**src/fp2_pkg.sv**
```systemverilog
// Field width, element, tag and control types, Fp unit and Fp2 stream payloads
package fp2_pkg;

  // Width of one Fp element
  localparam int FE_BITS = 16;

  typedef logic [FE_BITS-1:0] fe_t;
  typedef logic [7:0]         tag_t;
  // Real/imaginary half for add and sub, product number for mul
  typedef logic [1:0]         step_t;

  // Control word carried through the Fp units, src is set by the arbiter
  typedef struct packed {
    tag_t  tag;
    step_t step;
    logic  src;
  } ctl_t;

  // Request to an Fp unit
  typedef struct packed {
    fe_t  a;
    fe_t  b;
    ctl_t ctl;
  } fe_pair_t;

  // Response from an Fp unit
  typedef struct packed {
    fe_t  dat;
    ctl_t ctl;
  } fe_res_t;

  typedef struct packed {
    fe_t re;
    fe_t im;
  } fe2_t;

  typedef struct packed {
    fe2_t a;
    fe2_t b;
    tag_t tag;
  } fe2_req_t;

  typedef struct packed {
    fe2_t dat;
    tag_t tag;
  } fe2_res_t;

endpackage

```
**src/fe_add_sub.sv**
```systemverilog
// Single-cycle modular adder or subtractor with registered output
`timescale 1ns/1ns

module fe_add_sub
  import fp2_pkg::*;
#(
  parameter int P        = 65521,
  parameter bit SUBTRACT = 1'b0
) (
  input  logic     i_clk,
  input  logic     i_rst,
  input  logic     i_val,
  output logic     o_rdy,
  input  fe_pair_t i_req,
  output logic     o_val,
  input  logic     i_rdy,
  output fe_res_t  o_res
);

  localparam logic [FE_BITS:0] MOD = P[FE_BITS:0];

  logic [FE_BITS:0] raw;
  logic [FE_BITS:0] fix;
  fe_t              result;

  // One correction by P covers both directions since a, b < P
  always_comb begin
    if (SUBTRACT) begin
      raw    = {1'b0, i_req.a} - {1'b0, i_req.b};
      fix    = raw + MOD;
      // Borrow out of the top bit means a < b
      result = raw[FE_BITS] ? fix[FE_BITS-1:0] : raw[FE_BITS-1:0];
    end else begin
      raw    = {1'b0, i_req.a} + {1'b0, i_req.b};
      fix    = raw - MOD;
      result = (raw >= MOD) ? fix[FE_BITS-1:0] : raw[FE_BITS-1:0];
    end
  end

  assign o_rdy = ~o_val | i_rdy;

  always_ff @(posedge i_clk) begin
    if (i_rst) begin
      o_val <= 1'b0;
    end else if (o_rdy) begin
      o_val     <= i_val;
      o_res.dat <= result;
      o_res.ctl <= i_req.ctl;
    end
  end

  // Operands arrive already reduced from the arithmetic block
  a_operands_reduced : assert property (@(posedge i_clk) disable iff (i_rst)
    (i_val && o_rdy) |-> (i_req.a < MOD[FE_BITS-1:0] && i_req.b < MOD[FE_BITS-1:0]));

endmodule

```
**src/fe_mul.sv**
```systemverilog
// Sequential shift-and-add modular multiplier for Fp elements
`timescale 1ns/1ns

module fe_mul
  import fp2_pkg::*;
#(
  parameter int P = 65521
) (
  input  logic     i_clk,
  input  logic     i_rst,
  input  logic     i_val,
  output logic     o_rdy,
  input  fe_pair_t i_req,
  output logic     o_val,
  input  logic     i_rdy,
  output fe_res_t  o_res
);

  localparam int               CNT_BITS = $clog2(FE_BITS + 1);
  localparam logic [FE_BITS:0] MOD      = P[FE_BITS:0];

  typedef enum logic [1:0] {IDLE, RUN, DONE} mul_state_t;

  mul_state_t          state;
  fe_t                 mcand;
  // Multiplier bits, consumed from the top
  fe_t                 mplier;
  fe_t                 acc;
  logic [CNT_BITS-1:0] cnt;
  logic [FE_BITS:0]    dbl;
  logic [FE_BITS:0]    sum;
  fe_t                 dbl_mod;
  fe_t                 acc_next;

  // acc = 2*acc + bit*a, reduced after each term
  always_comb begin
    dbl      = {acc, 1'b0};
    dbl_mod  = (dbl >= MOD) ? fe_t'(dbl - MOD) : fe_t'(dbl);
    sum      = {1'b0, dbl_mod} + (mplier[FE_BITS-1] ? {1'b0, mcand} : '0);
    acc_next = (sum >= MOD) ? fe_t'(sum - MOD) : fe_t'(sum);
  end

  assign o_rdy = (state == IDLE);
  assign o_val = (state == DONE);

  always_ff @(posedge i_clk) begin
    if (i_rst) begin
      state <= IDLE;
    end else begin
      case (state)
        IDLE:    if (i_val) state <= RUN;
        RUN:     if (cnt == '0) state <= DONE;
        DONE:    if (i_rdy) state <= IDLE;
        default: state <= IDLE;
      endcase
    end
  end

  // FE_BITS steps, then one more to move acc into the result
  always_ff @(posedge i_clk) begin
    if (state == IDLE && i_val) begin
      mcand     <= i_req.a;
      mplier    <= i_req.b;
      acc       <= '0;
      cnt       <= CNT_BITS'(FE_BITS);
      o_res.ctl <= i_req.ctl;
    end else if (state == RUN) begin
      if (cnt == '0) begin
        o_res.dat <= acc;
      end else begin
        acc    <= acc_next;
        mplier <= mplier << 1;
        cnt    <= cnt - 1'b1;
      end
    end
  end

  a_res_held : assert property (@(posedge i_clk) disable iff (i_rst)
    (o_val && !i_rdy) |=> (o_val && $stable(o_res)));

endmodule

```
**src/fe_res_share.sv**
```systemverilog
// Two-requester round-robin arbiter in front of one shared Fp unit
`timescale 1ns/1ns

module fe_res_share
  import fp2_pkg::*;
(
  input  logic           i_clk,
  input  logic           i_rst,
  // Requesters
  input  logic     [1:0] i_val,
  output logic     [1:0] o_rdy,
  input  fe_pair_t [1:0] i_req,
  // Shared unit
  output logic           o_unit_val,
  input  logic           i_unit_rdy,
  output fe_pair_t       o_unit_req,
  input  logic           i_unit_val,
  output logic           o_unit_rdy,
  input  fe_res_t        i_unit_res,
  // Responses back to the requesters
  output logic     [1:0] o_val,
  input  logic     [1:0] i_rdy,
  output fe_res_t  [1:0] o_res
);

  logic [1:0] grant;
  // Port that wins when both request
  logic       rr_ptr;
  fe_pair_t   pick;

  always_comb begin
    if (&i_val) begin
      grant = rr_ptr ? 2'b10 : 2'b01;
    end else begin
      grant = i_val;
    end
    pick         = grant[1] ? i_req[1] : i_req[0];
    pick.ctl.src = grant[1];
  end

  assign o_unit_val = |i_val;
  assign o_unit_req = pick;
  assign o_rdy      = grant & {2{i_unit_rdy}};

  // Pass priority to the other port after each transfer
  always_ff @(posedge i_clk) begin
    if (i_rst) begin
      rr_ptr <= 1'b0;
    end else if (o_unit_val && i_unit_rdy) begin
      rr_ptr <= grant[0];
    end
  end

  // Responses return to the port stamped into ctl.src
  assign o_val      = {i_unit_val & i_unit_res.ctl.src, i_unit_val & ~i_unit_res.ctl.src};
  assign o_res      = {i_unit_res, i_unit_res};
  assign o_unit_rdy = i_rdy[i_unit_res.ctl.src];

  a_grant_onehot : assert property (@(posedge i_clk) disable iff (i_rst)
    $onehot0(grant) && ((grant & ~i_val) == 2'b00));

endmodule

```
**src/fe2_arith.sv**
```systemverilog
// Fp2 request splitter and result assembler for add, subtract and multiply
`timescale 1ns/1ns

module fe2_arith
  import fp2_pkg::*;
(
  input  logic           i_clk,
  input  logic           i_rst,
  input  logic           i_fp_mode,
  // Fp2 channels
  input  logic           i_add_val,
  output logic           o_add_rdy,
  input  fe2_req_t       i_add_req,
  output logic           o_add_val,
  input  logic           i_add_rdy,
  output fe2_res_t       o_add_res,
  input  logic           i_sub_val,
  output logic           o_sub_rdy,
  input  fe2_req_t       i_sub_req,
  output logic           o_sub_val,
  input  logic           i_sub_rdy,
  output fe2_res_t       o_sub_res,
  input  logic           i_mul_val,
  output logic           o_mul_rdy,
  input  fe2_req_t       i_mul_req,
  output logic           o_mul_val,
  input  logic           i_mul_rdy,
  output fe2_res_t       o_mul_res,
  // Shared Fp multiplier
  output logic           o_fmul_val,
  input  logic           i_fmul_rdy,
  output fe_pair_t       o_fmul_req,
  input  logic           i_fmul_val,
  output logic           o_fmul_rdy,
  input  fe_res_t        i_fmul_res,
  // Adder arbiter, port 0 for add halves, port 1 for mul sums
  output logic     [1:0] o_fadd_val,
  input  logic     [1:0] i_fadd_rdy,
  output fe_pair_t [1:0] o_fadd_req,
  input  logic     [1:0] i_fadd_val,
  output logic     [1:0] o_fadd_rdy,
  input  fe_res_t  [1:0] i_fadd_res,
  // Subtractor arbiter, port 0 for sub halves, port 1 for mul differences
  output logic     [1:0] o_fsub_val,
  input  logic     [1:0] i_fsub_rdy,
  output fe_pair_t [1:0] o_fsub_req,
  input  logic     [1:0] i_fsub_val,
  output logic     [1:0] o_fsub_rdy,
  input  fe_res_t  [1:0] i_fsub_res
);

  typedef enum logic {ADD0, ADD1} add_state_t;
  typedef enum logic {SUB0, SUB1} sub_state_t;
  typedef enum logic [1:0] {MUL0, MUL1, MUL2, MUL3} mul_state_t;

  add_state_t add_state;
  sub_state_t sub_state;
  mul_state_t mul_state;
  logic       fp_mode_add;
  logic       fp_mode_sub;
  logic       fp_mode_mul;

  // Pending requests toward the arbiters
  logic       add_pv, sub_pv, madd_pv, msub_pv;
  fe_pair_t   add_p, sub_p, madd_p, msub_p;
  logic       add_ld, sub_ld, madd_ld, msub_ld, mul_ld;
  logic       add_out_ld, sub_out_ld;
  // Bit 0 holds the sum (imaginary), bit 1 the difference (real)
  logic [1:0] mul_vld;
  logic       mul_out_take;
  logic       fmul_take;
  fe_pair_t   mul_pick;

  assign o_fadd_val = {madd_pv, add_pv};
  assign o_fadd_req = {madd_p, add_p};
  assign o_fsub_val = {msub_pv, sub_pv};
  assign o_fsub_req = {msub_p, sub_p};

  // Addition, one Fp add per half
  assign add_ld        = ~add_pv | i_fadd_rdy[0];
  assign add_out_ld    = ~o_add_val | i_add_rdy;
  assign o_add_rdy     = (fp_mode_add | add_state == ADD1) & add_ld;
  assign o_fadd_rdy[0] = add_out_ld;

  always_ff @(posedge i_clk) begin
    if (i_rst) begin
      add_state   <= ADD0;
      add_pv      <= 1'b0;
      o_add_val   <= 1'b0;
      fp_mode_add <= 1'b0;
    end else begin
      fp_mode_add <= i_fp_mode;
      if (add_ld) begin
        add_pv <= i_add_val;
        if (add_state == ADD0) begin
          add_p <= '{a: i_add_req.a.re, b: i_add_req.b.re,
                     ctl: '{tag: i_add_req.tag, step: 2'd0, src: 1'b0}};
          if (i_add_val && !fp_mode_add) add_state <= ADD1;
        end else begin
          add_p <= '{a: i_add_req.a.im, b: i_add_req.b.im,
                     ctl: '{tag: i_add_req.tag, step: 2'd1, src: 1'b0}};
          if (i_add_val) add_state <= ADD0;
        end
      end
      // Real half is stored first, the imaginary half completes the result
      if (add_out_ld) begin
        o_add_val <= i_fadd_val[0] & (fp_mode_add | i_fadd_res[0].ctl.step[0]);
        if (i_fadd_val[0] && i_fadd_res[0].ctl.step[0]) begin
          o_add_res.dat.im <= i_fadd_res[0].dat;
        end else if (i_fadd_val[0]) begin
          o_add_res.dat.re <= i_fadd_res[0].dat;
          o_add_res.tag    <= i_fadd_res[0].ctl.tag;
        end
      end
    end
  end

  // Subtraction, same flow on the subtractor
  assign sub_ld        = ~sub_pv | i_fsub_rdy[0];
  assign sub_out_ld    = ~o_sub_val | i_sub_rdy;
  assign o_sub_rdy     = (fp_mode_sub | sub_state == SUB1) & sub_ld;
  assign o_fsub_rdy[0] = sub_out_ld;

  always_ff @(posedge i_clk) begin
    if (i_rst) begin
      sub_state   <= SUB0;
      sub_pv      <= 1'b0;
      o_sub_val   <= 1'b0;
      fp_mode_sub <= 1'b0;
    end else begin
      fp_mode_sub <= i_fp_mode;
      if (sub_ld) begin
        sub_pv <= i_sub_val;
        if (sub_state == SUB0) begin
          sub_p <= '{a: i_sub_req.a.re, b: i_sub_req.b.re,
                     ctl: '{tag: i_sub_req.tag, step: 2'd0, src: 1'b0}};
          if (i_sub_val && !fp_mode_sub) sub_state <= SUB1;
        end else begin
          sub_p <= '{a: i_sub_req.a.im, b: i_sub_req.b.im,
                     ctl: '{tag: i_sub_req.tag, step: 2'd1, src: 1'b0}};
          if (i_sub_val) sub_state <= SUB0;
        end
      end
      if (sub_out_ld) begin
        o_sub_val <= i_fsub_val[0] & (fp_mode_sub | i_fsub_res[0].ctl.step[0]);
        if (i_fsub_val[0] && i_fsub_res[0].ctl.step[0]) begin
          o_sub_res.dat.im <= i_fsub_res[0].dat;
        end else if (i_fsub_val[0]) begin
          o_sub_res.dat.re <= i_fsub_res[0].dat;
          o_sub_res.tag    <= i_fsub_res[0].ctl.tag;
        end
      end
    end
  end

  // Multiplication (a + bi)(a' + b'i) = (aa' - bb') + (ab' + a'b)i
  always_comb begin
    mul_pick.ctl = '{tag: i_mul_req.tag, step: step_t'(mul_state), src: 1'b0};
    case (mul_state)
      MUL0:    {mul_pick.a, mul_pick.b} = {i_mul_req.a.re, i_mul_req.b.re};
      MUL1:    {mul_pick.a, mul_pick.b} = {i_mul_req.a.im, i_mul_req.b.im};
      MUL2:    {mul_pick.a, mul_pick.b} = {i_mul_req.a.re, i_mul_req.b.im};
      default: {mul_pick.a, mul_pick.b} = {i_mul_req.a.im, i_mul_req.b.re};
    endcase
  end

  assign mul_ld        = ~o_fmul_val | i_fmul_rdy;
  assign o_mul_rdy     = (fp_mode_mul | mul_state == MUL3) & mul_ld;
  assign madd_ld       = ~madd_pv | i_fadd_rdy[1];
  assign msub_ld       = ~msub_pv | i_fsub_rdy[1];
  assign o_mul_val     = &mul_vld;
  assign mul_out_take  = o_mul_val & i_mul_rdy;
  assign o_fadd_rdy[1] = ~mul_vld[0] | mul_out_take;
  assign o_fsub_rdy[1] = ~mul_vld[1] | mul_out_take;
  // Products 0 and 1 feed the difference, 2 and 3 the sum
  assign o_fmul_rdy    = fp_mode_mul ? o_fadd_rdy[1] :
                         (i_fmul_res.ctl.step[1] ? madd_ld : msub_ld);
  assign fmul_take     = i_fmul_val & o_fmul_rdy;

  always_ff @(posedge i_clk) begin
    if (i_rst) begin
      mul_state   <= MUL0;
      o_fmul_val  <= 1'b0;
      madd_pv     <= 1'b0;
      msub_pv     <= 1'b0;
      mul_vld     <= 2'b00;
      fp_mode_mul <= 1'b0;
    end else begin
      fp_mode_mul <= i_fp_mode;
      if (mul_ld) begin
        o_fmul_val <= i_mul_val;
        o_fmul_req <= mul_pick;
        if (i_mul_val) mul_state <= fp_mode_mul ? MUL0 : mul_state_t'(mul_state + 1'b1);
      end

      if (madd_pv && i_fadd_rdy[1]) madd_pv <= 1'b0;
      if (msub_pv && i_fsub_rdy[1]) msub_pv <= 1'b0;
      // First product of each pair waits as operand a
      if (fmul_take && !fp_mode_mul) begin
        case (i_fmul_res.ctl.step)
          2'd0: msub_p.a <= i_fmul_res.dat;
          2'd1: begin
            msub_p.b   <= i_fmul_res.dat;
            msub_p.ctl <= i_fmul_res.ctl;
            msub_pv    <= 1'b1;
          end
          2'd2: madd_p.a <= i_fmul_res.dat;
          default: begin
            madd_p.b   <= i_fmul_res.dat;
            madd_p.ctl <= i_fmul_res.ctl;
            madd_pv    <= 1'b1;
          end
        endcase
      end

      if (mul_out_take) mul_vld <= 2'b00;
      if (fp_mode_mul) begin
        if (fmul_take) begin
          o_mul_res.dat.re <= i_fmul_res.dat;
          o_mul_res.tag    <= i_fmul_res.ctl.tag;
          mul_vld          <= 2'b11;
        end
      end else begin
        if (i_fadd_val[1] && o_fadd_rdy[1]) begin
          o_mul_res.dat.im <= i_fadd_res[1].dat;
          o_mul_res.tag    <= i_fadd_res[1].ctl.tag;
          mul_vld[0]       <= 1'b1;
        end
        if (i_fsub_val[1] && o_fsub_rdy[1]) begin
          o_mul_res.dat.re <= i_fsub_res[1].dat;
          mul_vld[1]       <= 1'b1;
        end
      end
    end
  end

endmodule

```
**src/fe2_unit_top.sv**
```systemverilog
// Fp2 arithmetic unit with its shared Fp multiplier, adder, subtractor and arbiters
`timescale 1ns/1ns

module fe2_unit_top
  import fp2_pkg::*;
#(
  parameter int P = 65521
) (
  input  logic     i_clk,
  input  logic     i_rst,
  input  logic     i_fp_mode,
  input  logic     i_add_val,
  output logic     o_add_rdy,
  input  fe2_req_t i_add_req,
  output logic     o_add_val,
  input  logic     i_add_rdy,
  output fe2_res_t o_add_res,
  input  logic     i_sub_val,
  output logic     o_sub_rdy,
  input  fe2_req_t i_sub_req,
  output logic     o_sub_val,
  input  logic     i_sub_rdy,
  output fe2_res_t o_sub_res,
  input  logic     i_mul_val,
  output logic     o_mul_rdy,
  input  fe2_req_t i_mul_req,
  output logic     o_mul_val,
  input  logic     i_mul_rdy,
  output fe2_res_t o_mul_res
);

  // Multiplier stream
  logic           fmul_val, fmul_rdy, fmul_rval, fmul_rrdy;
  fe_pair_t       fmul_req;
  fe_res_t        fmul_res;
  // Requester side of the arbiters
  logic     [1:0] fadd_val, fadd_rdy, fadd_rval, fadd_rrdy;
  fe_pair_t [1:0] fadd_req;
  fe_res_t  [1:0] fadd_res;
  logic     [1:0] fsub_val, fsub_rdy, fsub_rval, fsub_rrdy;
  fe_pair_t [1:0] fsub_req;
  fe_res_t  [1:0] fsub_res;
  // Unit side of the arbiters
  logic           uadd_val, uadd_rdy, uadd_rval, uadd_rrdy;
  fe_pair_t       uadd_req;
  fe_res_t        uadd_res;
  logic           usub_val, usub_rdy, usub_rval, usub_rrdy;
  fe_pair_t       usub_req;
  fe_res_t        usub_res;

  fe2_arith fe2_arith_inst (
    .i_clk, .i_rst, .i_fp_mode,
    .i_add_val, .o_add_rdy, .i_add_req, .o_add_val, .i_add_rdy, .o_add_res,
    .i_sub_val, .o_sub_rdy, .i_sub_req, .o_sub_val, .i_sub_rdy, .o_sub_res,
    .i_mul_val, .o_mul_rdy, .i_mul_req, .o_mul_val, .i_mul_rdy, .o_mul_res,
    .o_fmul_val (fmul_val),  .i_fmul_rdy (fmul_rdy),  .o_fmul_req (fmul_req),
    .i_fmul_val (fmul_rval), .o_fmul_rdy (fmul_rrdy), .i_fmul_res (fmul_res),
    .o_fadd_val (fadd_val),  .i_fadd_rdy (fadd_rdy),  .o_fadd_req (fadd_req),
    .i_fadd_val (fadd_rval), .o_fadd_rdy (fadd_rrdy), .i_fadd_res (fadd_res),
    .o_fsub_val (fsub_val),  .i_fsub_rdy (fsub_rdy),  .o_fsub_req (fsub_req),
    .i_fsub_val (fsub_rval), .o_fsub_rdy (fsub_rrdy), .i_fsub_res (fsub_res)
  );

  fe_mul #(.P(P)) fe_mul_inst (
    .i_clk, .i_rst,
    .i_val (fmul_val),  .o_rdy (fmul_rdy),  .i_req (fmul_req),
    .o_val (fmul_rval), .i_rdy (fmul_rrdy), .o_res (fmul_res)
  );

  fe_res_share add_share_inst (
    .i_clk, .i_rst,
    .i_val      (fadd_val),  .o_rdy      (fadd_rdy),  .i_req      (fadd_req),
    .o_unit_val (uadd_val),  .i_unit_rdy (uadd_rdy),  .o_unit_req (uadd_req),
    .i_unit_val (uadd_rval), .o_unit_rdy (uadd_rrdy), .i_unit_res (uadd_res),
    .o_val      (fadd_rval), .i_rdy      (fadd_rrdy), .o_res      (fadd_res)
  );

  fe_add_sub #(.P(P), .SUBTRACT(1'b0)) fe_add_inst (
    .i_clk, .i_rst,
    .i_val (uadd_val),  .o_rdy (uadd_rdy),  .i_req (uadd_req),
    .o_val (uadd_rval), .i_rdy (uadd_rrdy), .o_res (uadd_res)
  );

  fe_res_share sub_share_inst (
    .i_clk, .i_rst,
    .i_val      (fsub_val),  .o_rdy      (fsub_rdy),  .i_req      (fsub_req),
    .o_unit_val (usub_val),  .i_unit_rdy (usub_rdy),  .o_unit_req (usub_req),
    .i_unit_val (usub_rval), .o_unit_rdy (usub_rrdy), .i_unit_res (usub_res),
    .o_val      (fsub_rval), .i_rdy      (fsub_rrdy), .o_res      (fsub_res)
  );

  fe_add_sub #(.P(P), .SUBTRACT(1'b1)) fe_sub_inst (
    .i_clk, .i_rst,
    .i_val (usub_val),  .o_rdy (usub_rdy),  .i_req (usub_req),
    .o_val (usub_rval), .i_rdy (usub_rrdy), .o_res (usub_res)
  );

endmodule

```
**config.mk**
```make
export PLATFORM = sky130hd
export DESIGN_NAME = fe2_unit_top
export DESIGN_NICKNAME = d
export VERILOG_FILES = /design/src/fp2_pkg.sv /design/src/fe_add_sub.sv /design/src/fe_mul.sv /design/src/fe_res_share.sv /design/src/fe2_arith.sv /design/src/fe2_unit_top.sv
export SDC_FILE = /design/constraint.sdc
export NUM_CORES = 1
export LEC_CHECK = 0
export ABC_AREA = 1
export BUFFER_PORTS_ARGS = -buffer_cell sky130_fd_sc_hd__buf_2
export CORE_UTILIZATION = 59
export CTS_BUF_LIST = sky130_fd_sc_hd__clkbuf_2
export DETAILED_ROUTE_END_ITERATION = 10
export PLACE_DENSITY = 0.83
export SLEW_MARGIN = 20
export SYNTH_ARGS = -nofsm -noshare
export SYNTH_HDL_FRONTEND = slang
export SYNTH_SLANG_ARGS = --single-unit
export TNS_END_PERCENT = 20
```
**constraint.sdc**
```tcl
create_clock -name i_clk -period 4.9 [get_ports i_clk]
set_input_delay 0.245 -clock i_clk [delete_from_list [all_inputs] [get_ports i_clk]]
set_output_delay 0.245 -clock i_clk [all_outputs]
set_load 0.05 [all_outputs]
```
# After elaboration in Yosys (flattened, before gate mapping)
# Cells that the tools add are included.
# totals
inputBits	225
wordCells	236
regBits	483
# op_classes
n_addsub	9
reduce_logical	47
eq_ne	12
muxes	51
bitwise_logic	49
n_lt_le_gt_ge	5
# op_table
op	n
16-bit 2-to-1 mux	11
43-bit 2-to-1 mux	4
32-bit case mux with 3 select lines	1
17-bit by 16-bit greater-or-equal comparator with 1-bit output, second input constant	3
16-bit subtractor, second input constant	3
16-bit by 16-bit adder with 17-bit output	2
3-bit AND reduction	11
8-bit 2-to-1 mux	3
2-bit 2-to-1 mux	11
2-bit AND reduction	11
1-bit 2-to-1 mux	20
1-bit inverter	20
16-bit by 16-bit subtractor with 17-bit output	1
16-bit adder, second input constant	1
1-bit bitwise OR	16
1-bit logical AND	12
1-bit AND	11
2-bit == test, second input constant	4
4-bit AND reduction	2
2-bit by 1-bit == test with 1-bit output, second input constant	3
2-bit logical NOT	3
2-bit inequality test, second input constant	3
2-bit case mux with 3 select lines	1
2-bit nonzero test	3
9 further kinds	13

# Depth between registers and ports, before layout
# Gate-level depths: netlist of the first run.
# depth
depth_word	13
ltp_mapped	30
ltp_nobuf	30

# Hierarchy
# From an unflattened synthesis of the first run, not the netlist that was laid out.
# hier_totals
cells_unflattened	2650
hier_area_um2	24531.0
# modules_own_cells
mod	cells_per_inst	instances	area_each_um2
fe2_arith	861	1	12396.9
fe_mul	645	1	4903.5
fe_add_sub (fe_add_inst)	390	1	2733.9
fe_add_sub (fe_sub_inst)	338	1	2424.8
fe_res_share	208	2	1036.0

# Worst setup path before layout of the first run
# OpenSTA, ideal clock, no wires.
# synth_timing
kind	reg2reg
startpoint	register fe_mul_inst.acc[0]
endpoint	register fe_mul_inst.acc[1]
stages_incl_launch_ff	25
arrival_time_ns	3.590
setup_slack_ns	1.176
n_path_buf	1
required_ns	4.766
period_less_slack_ns	3.724
cell_sequence	dfxtp_1 inv_1 ha_1 inv_1 o21ai_0 nor3_1 nor2_1 inv_2 o31ai_1 nor2_1 nand3_1 xor2_1 inv_1 ha_1 nand2_1 inv_1 nand2_1 nand2_1 a21oi_1 nand2_2 a31oi_2 clkbuf_1 nand4_1 nand3_1 o21ai_1
# synth_via
elab_chain_cells	5
elab_cells_between_ends	7
cone_classes	add/sub: 3; order compare: 2; mux: 2
# synth_rtl
element	line	text
start: declaration	fe_mul.sv:28	fe_t acc;
start signal: assignment	fe_mul.sv:71	acc <= acc_next;
16-bit subtractor or 17-bit by 16-bit greater-or-equal comparator with 1-bit output (tied branches)	fe_mul.sv:38	dbl_mod = (dbl >= MOD) ? fe_t'(dbl - MOD) : fe_t'(dbl);
16-bit 2-to-1 mux (*)	fe_mul.sv:38	
16-bit by 16-bit adder with 17-bit output (*)	fe_mul.sv:39	sum = {1'b0, dbl_mod} + (mplier[FE_BITS-1] ? {1'b0, mcand} : '0);
16-bit subtractor or 17-bit by 16-bit greater-or-equal comparator with 1-bit output (tied branches)	fe_mul.sv:40	acc_next = (sum >= MOD) ? fe_t'(sum - MOD) : fe_t'(sum);
16-bit 2-to-1 mux (*)	fe_mul.sv:40	
# Every way passes the cells marked *; elsewhere a longest branch is shown, timed or not.
# A chain may end at the register's enable or synchronous reset.

# Worst setup path after layout of the first run
# layout_timing
startpoint	register fe_mul_inst.acc[0]
endpoint	register fe_mul_inst.acc[13]
# The elaborated chain is that of the path after synthesis.

==> impl_metrics.toml, run 1 <==
[clock_network]
clk_latency_ns = 1.10
cts_tree = "done"
clk_path_buf_depth = 3
cts_buffers = 109
cts_sinks = 477
ctsHtreeMaxLevel = 3
path_clk_slew_ns = 0.12
cts_root_buffer = "clkbuf_2"
post_cts.repair.setup_buffers = 0

[global_route]
grt-ovfl-total = 0
grt_usage_pct = 37.1
first_global_vias = 20600
grt_max_degree = 44
grt_pass1_wl_mm = 109
antenna_found_initial = 8

[yosys]
yosysTopAreaCell = "edfxtp_1"
synth_edf_count = 436
ys_seq_area_share_pct = 61.5
syn-num-nets = 2570
netlist_area_mm2 = 0.0226
ys_warn_count = 0
postSynth.asyncResetShare_pct = 0
synth_area_per_cell_um2 = 9.92
synth_top_area_share_pct = 57.8
ys_ff_latch = 477
synth.distinct_cells = 52
synth_common_cells = "nand2_1 (889), edfxtp_1 (436), inv_1 (206)"
synth_cells = 2282
synth.most_common_cell = "nand2_1"
ys_top_cells_by_area = "edfxtp_1 (58%), nand2_1 (15%), dfxtp_1 (3.6%)"
synthFlopType = "edfxtp_1"

[routing]
wl_per_cell_um = 19.7
avgViaCountPerCell = 5.58
drt-initial-drc-count = 2355
antenna_left = 0
num_vias = 20500
drcViolationCount = 0
wl_mm = 72.2
firstDrtPassIters = 9

[worst_setup_path]
cp-startpoint = "fe_mul_inst.acc[0]"
arrival_ns = 5.34
crit_required_ns = 5.81
cp_common_cell = "nand2_1"
cp_max_fo = 17
criticalPathCategory = "reg2reg"
worst_setup_path_end_kind = "flip-flop"
r2r-start = "fe_mul_inst.acc[0]"
crit_path_max_incr_delay_ns = 0.38
cp_slowest_cell = "dfxtp_1"
startpoint_type = "flip-flop"

[power]
internal-power_w = 0.00715
power_leakage_nw = 13.6
p_switching_w = 0.00403
pwr-share-clk_pct = 23.5
p_comb_share_pct = 30.0
vdd_drop_max_mv = 0.249
seqPwrFrac_pct = 46.5
swShare_pct = 36.0
cellPowerDensity_mw_per_mm2 = 375

[sta]
whs_ns = 0.0647
min_period_ns = 4.43
post-route-period-util_pct = 90.5
rsz0062_at_grt = "false"
skew_ns = 0.132
fmax_ghz = 0.226
setup_viol_count_final = 0
tns_ns = 0
maxSlewHeadroom_pct = 28.5
hold_viol = 0
max_slew.worst_pin.slew_ns = 1.07
maxSlewViolCount = 0

[status]
outcome = "complete, no violations"

[final_layout]
fillers = 2172
nets = 3361
final_cells = 3672
final_area_mm2 = 0.0298
area_growth_pct = 31.5
drive_above_1_share_pct = 20.1

[place]
place_inst = 3108
place_area_mm2 = 0.0251
gp_congestion = 0.933
dp_hpwl_mm = 40.0
io_buffer_count = 350

[floorplan]
rows = 71
ios = 351
dieArea_mm2 = 0.0392
dieHeight_um = 198
die_w_um = 198
core_area_mm2 = 0.0378
start_util_pct = 60.0

[hold_path]
hold_class = "in2reg"
hold_start = "i_add_req[17]"

[job]
max-cap-violations = 0
-- worst max-delay path: cells and delay by family, from the launching register on --
kind | cells | cell delay, ns
fa+ha+maj | 2 | 0.58
flops | 1 | 0.38
xor+xnor | 1 | 0.33
buf+inv | 4 | 0.38
simple gates | 19 | 2.20
compound gates | 2 | 0.39
-- flip-flops by register name, indices dropped and copies added (netlist names), 16 cells and up --
| name | count |
|---|---|
| fe2_arith_inst.o_add_res | 40 |
| fe2_arith_inst.o_fadd_req | 82 |
| fe2_arith_inst.o_fmul_req | 42 |
| fe2_arith_inst.o_fsub_req | 82 |
| fe2_arith_inst.o_mul_res | 40 |
| fe2_arith_inst.o_sub_res | 40 |
| fe_add_inst.o_res | 26 |
| fe_mul_inst.acc | 16 |
| fe_mul_inst.mcand | 16 |
| fe_mul_inst.mplier | 16 |
| fe_mul_inst.o_res | 26 |
| fe_sub_inst.o_res | 26 |
-- power by group through the flow --
stage | clock [W] | sequential [W] | combinational (W)
4_1_cts | 0.00252 | 0.00517 | 0.00319
3_5_place_dp | 0 | 0.00526 | 0.00287
5_1_grt | 0.00283 | 0.00522 | 0.00370
3_3_place_gp | 0 | 0.00524 | 0.00283
6_report | 0.00263 | 0.00520 | 0.00335
2_1_floorplan | 0 | 0.00520 | 0.00211
-- placed cells by master, fill, tap and decap left out, types with 6 or more instances in the layout --
| cell | n |
|---|---|
| clkinv_2 | 6 |
| nand2_1 | 889 |
| inv_2 | 7 |
| nand3_1 | 83 |
| ha_1 | 60 |
| o21ai_0 | 99 |
| edfxtp_1 | 436 |
| nor2_1 | 91 |
| dfxtp_1 | 39 |
| nor2_4 | 8 |
| a21oi_1 | 54 |
| nand4_1 | 33 |
| nand3b_1 | 10 |
| clkbuf_2 | 159 |
| clkinv_1 | 24 |
| dlygate4sd3_1 | 363 |
| nand2_2 | 19 |
| buf_4 | 25 |
| diode_2 | 10 |
| buf_2 | 350 |
| nor2_2 | 14 |
| inv_1 | 206 |
| a21o_1 | 6 |
| nor3_1 | 17 |
| mux2i_1 | 15 |
| xnor2_1 | 18 |
| o21ai_1 | 7 |
| xor2_1 | 39 |
-- metal layers --
metal / vias to the layer above / track usage, % / share of wire (%)
li1: 9212 / - / -
met1: 9353 / 42.3 / 35
met2: 1517 / 62.9 / 49
met3: 417 / 8.69 / 9.3
met4: 2 / 24.1 / 6.6
met5: - / 0 / 0.018
-- per-stage QoR --
stage | setup WS (ns) | total power (W) | util, %
2_1_floorplan | 1.18 | 0.00731 | -
3_3_place_gp | 0.651 | 0.00807 | 66.3
3_5_place_dp | 0.629 | 0.00814 | 66.4
4_1_cts | 0.545 | 0.0109 | 78.6
5_1_grt | 0.0146 | 0.0118 | 78.8
6_report | 0.466 | 0.0112 | 78.9
-- logic make-up after synthesis --
kind of cell             share of synthesized area [%]
AND/OR/NAND/NOR                                   21.9
adder cells (fa/ha/maj)                           3.58
buffers and inverters                             4.75
flip-flops                                        61.5
XOR/XNOR                                          2.90
multiplexers                                     0.663
AO/OA/AOI/OAI                                     4.70
-- area by class of cell --
cell class                 count  area (um2)  area share (%)
tap                          511         639            2.15
multi-input combinational   1526        7740            26.0
antenna                       10        25.0          0.0841
sequential                   477       13900            46.7
timing repair buffer         741        5650            19.0
inverter                     218         818            2.75
clock inverter                30         185           0.622
clock buffer                 159         796            2.67
-- worst paths after layout --
kind	depth (start not counted)	end	slack [ns]
worst max-delay path	28	fe_mul_inst.acc[13]	0.47
worst min-delay path	4	fe2_arith_inst.o_fadd_req[20]	0.06
worst max register to register	28	fe_mul_inst.acc[13]	0.47
worst min register to register	0	fe2_arith_inst.o_sub_res[1]	0.40
-- timing repair --
action	CTS	global route
setup endpoints to repair	0	6
hold buffers	362	1
endpoints found under the hold margin	178	1
gates resized for setup	0	1
No activity file was read; power rests on OpenSTA's default activity.
==> inputs of run 2 (changes only) <==
--- a/config.mk
+++ b/config.mk
@@ -7,10 +7,12 @@
 export LEC_CHECK = 0
 export ABC_AREA = 1
 export BUFFER_PORTS_ARGS = -buffer_cell sky130_fd_sc_hd__buf_2
-export CORE_UTILIZATION = 59
+export CELL_PAD_IN_SITES_DETAIL_PLACEMENT = 1
+export CELL_PAD_IN_SITES_GLOBAL_PLACEMENT = 1
+export CORE_UTILIZATION = 46
 export CTS_BUF_LIST = sky130_fd_sc_hd__clkbuf_2
 export DETAILED_ROUTE_END_ITERATION = 10
-export PLACE_DENSITY = 0.83
+export PLACE_DENSITY = 0.84
 export SLEW_MARGIN = 20
 export SYNTH_ARGS = -nofsm -noshare
 export SYNTH_HDL_FRONTEND = slang
==> impl_metrics.toml, run 2 (synthesis gave the netlist of run 1 again) <==
[worst_setup_path]
worst_setup_path_end_kind = "flip-flop"
cp_max_fo = 9
criticalPathCategory = "reg2reg"
startpoint_type = "flip-flop"
crit_required_ns = 6.09
arrival_ns = 6.26

[global_route]
grt-ovfl-total = 0
antenna_found_initial = 43
grt_pass1_wl_mm = 162
grt_usage_pct = 44.5
first_global_vias = 25500
grt_max_degree = 45

[routing]
num_vias = 23800
drt-met1-wl_mm = 37.1
avgViaCountPerCell = 5.98
wl_met2_mm = 55.0
wl_met3_mm = 12.0
antenna_left = 0
wl_mm = 117
drt-initial-drc-count = 2592
drcViolationCount = 0
top_layer = "met5"
wl_per_cell_um = 29.4
firstDrtPassIters = 8

[floorplan]
die_w_um = 224
ios = 351
dieArea_mm2 = 0.0501
start_util_pct = 47.0
core_area_mm2 = 0.0481
rows = 80
dieHeight_um = 224

[clock_network]
cts_root_buffer = "clkbuf_2"
cts_sinks = 477
clk_path_buf_depth = 3
cts_tree = "done"
path_clk_slew_ns = 0.21
ctsHtreeMaxLevel = 3
clk_latency_ns = 1.35
cts_buffers = 118

[sta]
max_slew.worst_pin.slew_ns = 1.21
final.setup.worst_slack_ns = -0.171
skew_ns = 0.141
post-route-period-util_pct = 103
maxSlewViolCount = 0
hold_viol = 0
maxSlewHeadroom_pct = 18.9
setup_viol_count_final = 16
min_period_ns = 5.07
rsz0062_at_grt = "true"
fmax_ghz = 0.197

[place]
io_buffer_count = 350
place_inst = 3250
post-place-ws_ns = 0.177
gp_congestion = 0.882
dp_hpwl_mm = 49.2

[power]
vdd_drop_max_mv = 0.193
internal-power_w = 0.00722
swShare_pct = 42.0
p_switching_w = 0.00522
pwr-share-clk_pct = 25.5
p_comb_share_pct = 32.0
seqPwrFrac_pct = 42.4
power_leakage_nw = 14.1
cellPowerDensity_mw_per_mm2 = 400

[final_layout]
drive_above_1_share_pct = 20.2
final_cells = 3970
final_common_cell = "nand2_1"
nets = 3461
area_growth_pct = 37.4
mostFrequentLayoutCells = "nand2_1 (889), dlygate4sd3_1 (449), edfxtp_1 (436)"
final_util_pct = 64.6
fillers = 5429

[job]
max-cap-violations = 0

[status]
outcome = "finished with violations"
violations = "setup timing"

[hold_path]
hold_class = "in2reg"
## run 2: critical path, cell delays in order (launching register included)
cell and delay (ns):
dfxtp_1 0.49, nand2_1 0.18, nor2_1 0.23, nand2_1 0.13, nor3_1 0.26, nor2_2 0.15, inv_2 0.08, o31ai_1 0.15
nor2_2 0.23, nand3_2 0.22, nor3_1 0.31, xor2_1 0.15, ha_1 0.45, inv_2 0.07, nor3_1 0.24, and2_1 0.16
nand2_1 0.06, nand3b_1 0.09, nand2_1 0.14, nor2_2 0.29, nand3_4 0.25, nand3_4 0.21, nand2_1 0.09, nand2_1 0.08
nand2_1 0.10, nand2_1 0.14
## run 2: per-stage QoR
step / total power (W) / setup TNS, ns / hold WS, ns / area (um2)
after global placement: 0.00810 / 0 / 0.401 / 25200
after global routing: 0.0128 / -2.90 / 0.0280 / 31100
final: 0.0124 / -1.06 / 0.0659 / 31100
after CTS: 0.0113 / 0 / 0.00675 / 30800
after detailed placement: 0.00825 / 0 / 0.406 / 25200
after floorplan: 0.00731 / 0 / 0.335 / 22600
## run 2: final timing paths
path,start,end,slack [ns],depth (start not counted)
setup reg to reg,fe_mul_inst.acc[10],fe_mul_inst.acc[13],-0.17,25
hold reg to reg,fe2_arith_inst.o_fmul_req[27],fe_mul_inst.mcand[0],0.40,0
hold / removal,i_mul_req[67],fe2_arith_inst.o_fmul_req[38],0.07,4
setup / recovery,fe_mul_inst.acc[10],fe_mul_inst.acc[13],-0.17,25
## run 2: area by class of cell
cell class / count / area [um2] / area share, %
timing repair buffer: 829 / 6530 / 21.0
clock buffer: 167 / 836 / 2.69
sequential: 477 / 13900 / 44.7
antenna: 39 / 97.6 / 0.314
clock inverter: 55 / 265 / 0.853
inverter: 218 / 822 / 2.64
tap: 656 / 821 / 2.64
multi-input combinational: 1529 / 7820 / 25.1
## run 2: power by group through the flow
| stage | Combinational [W] | Clock [W] | Sequential [W] |
|---|---|---|---|
| after CTS | 0.00334 | 0.00275 | 0.00519 |
| final | 0.00399 | 0.00318 | 0.00528 |
| after detailed placement | 0.00297 | 0 | 0.00528 |
| after floorplan | 0.00211 | 0 | 0.00520 |
| after global routing | 0.00420 | 0.00329 | 0.00529 |
| after global placement | 0.00286 | 0 | 0.00524 |
## run 2: timing repair
action | 4_1_cts | 5_1_grt
gates resized for setup | 0 | 16
hold buffers | 449 | 0
setup buffers | 0 | 5
endpoints found under the setup margin | 0 | 23
endpoints found under the hold margin | 301 | 0
## run 2: layer usage
layer  vias up  global-route usage (%)
met1     11300                    45.2
met3       876                    13.3
met2      2096                    75.4
met4        28                    37.7
met5         -                       0
li1       9463                       -
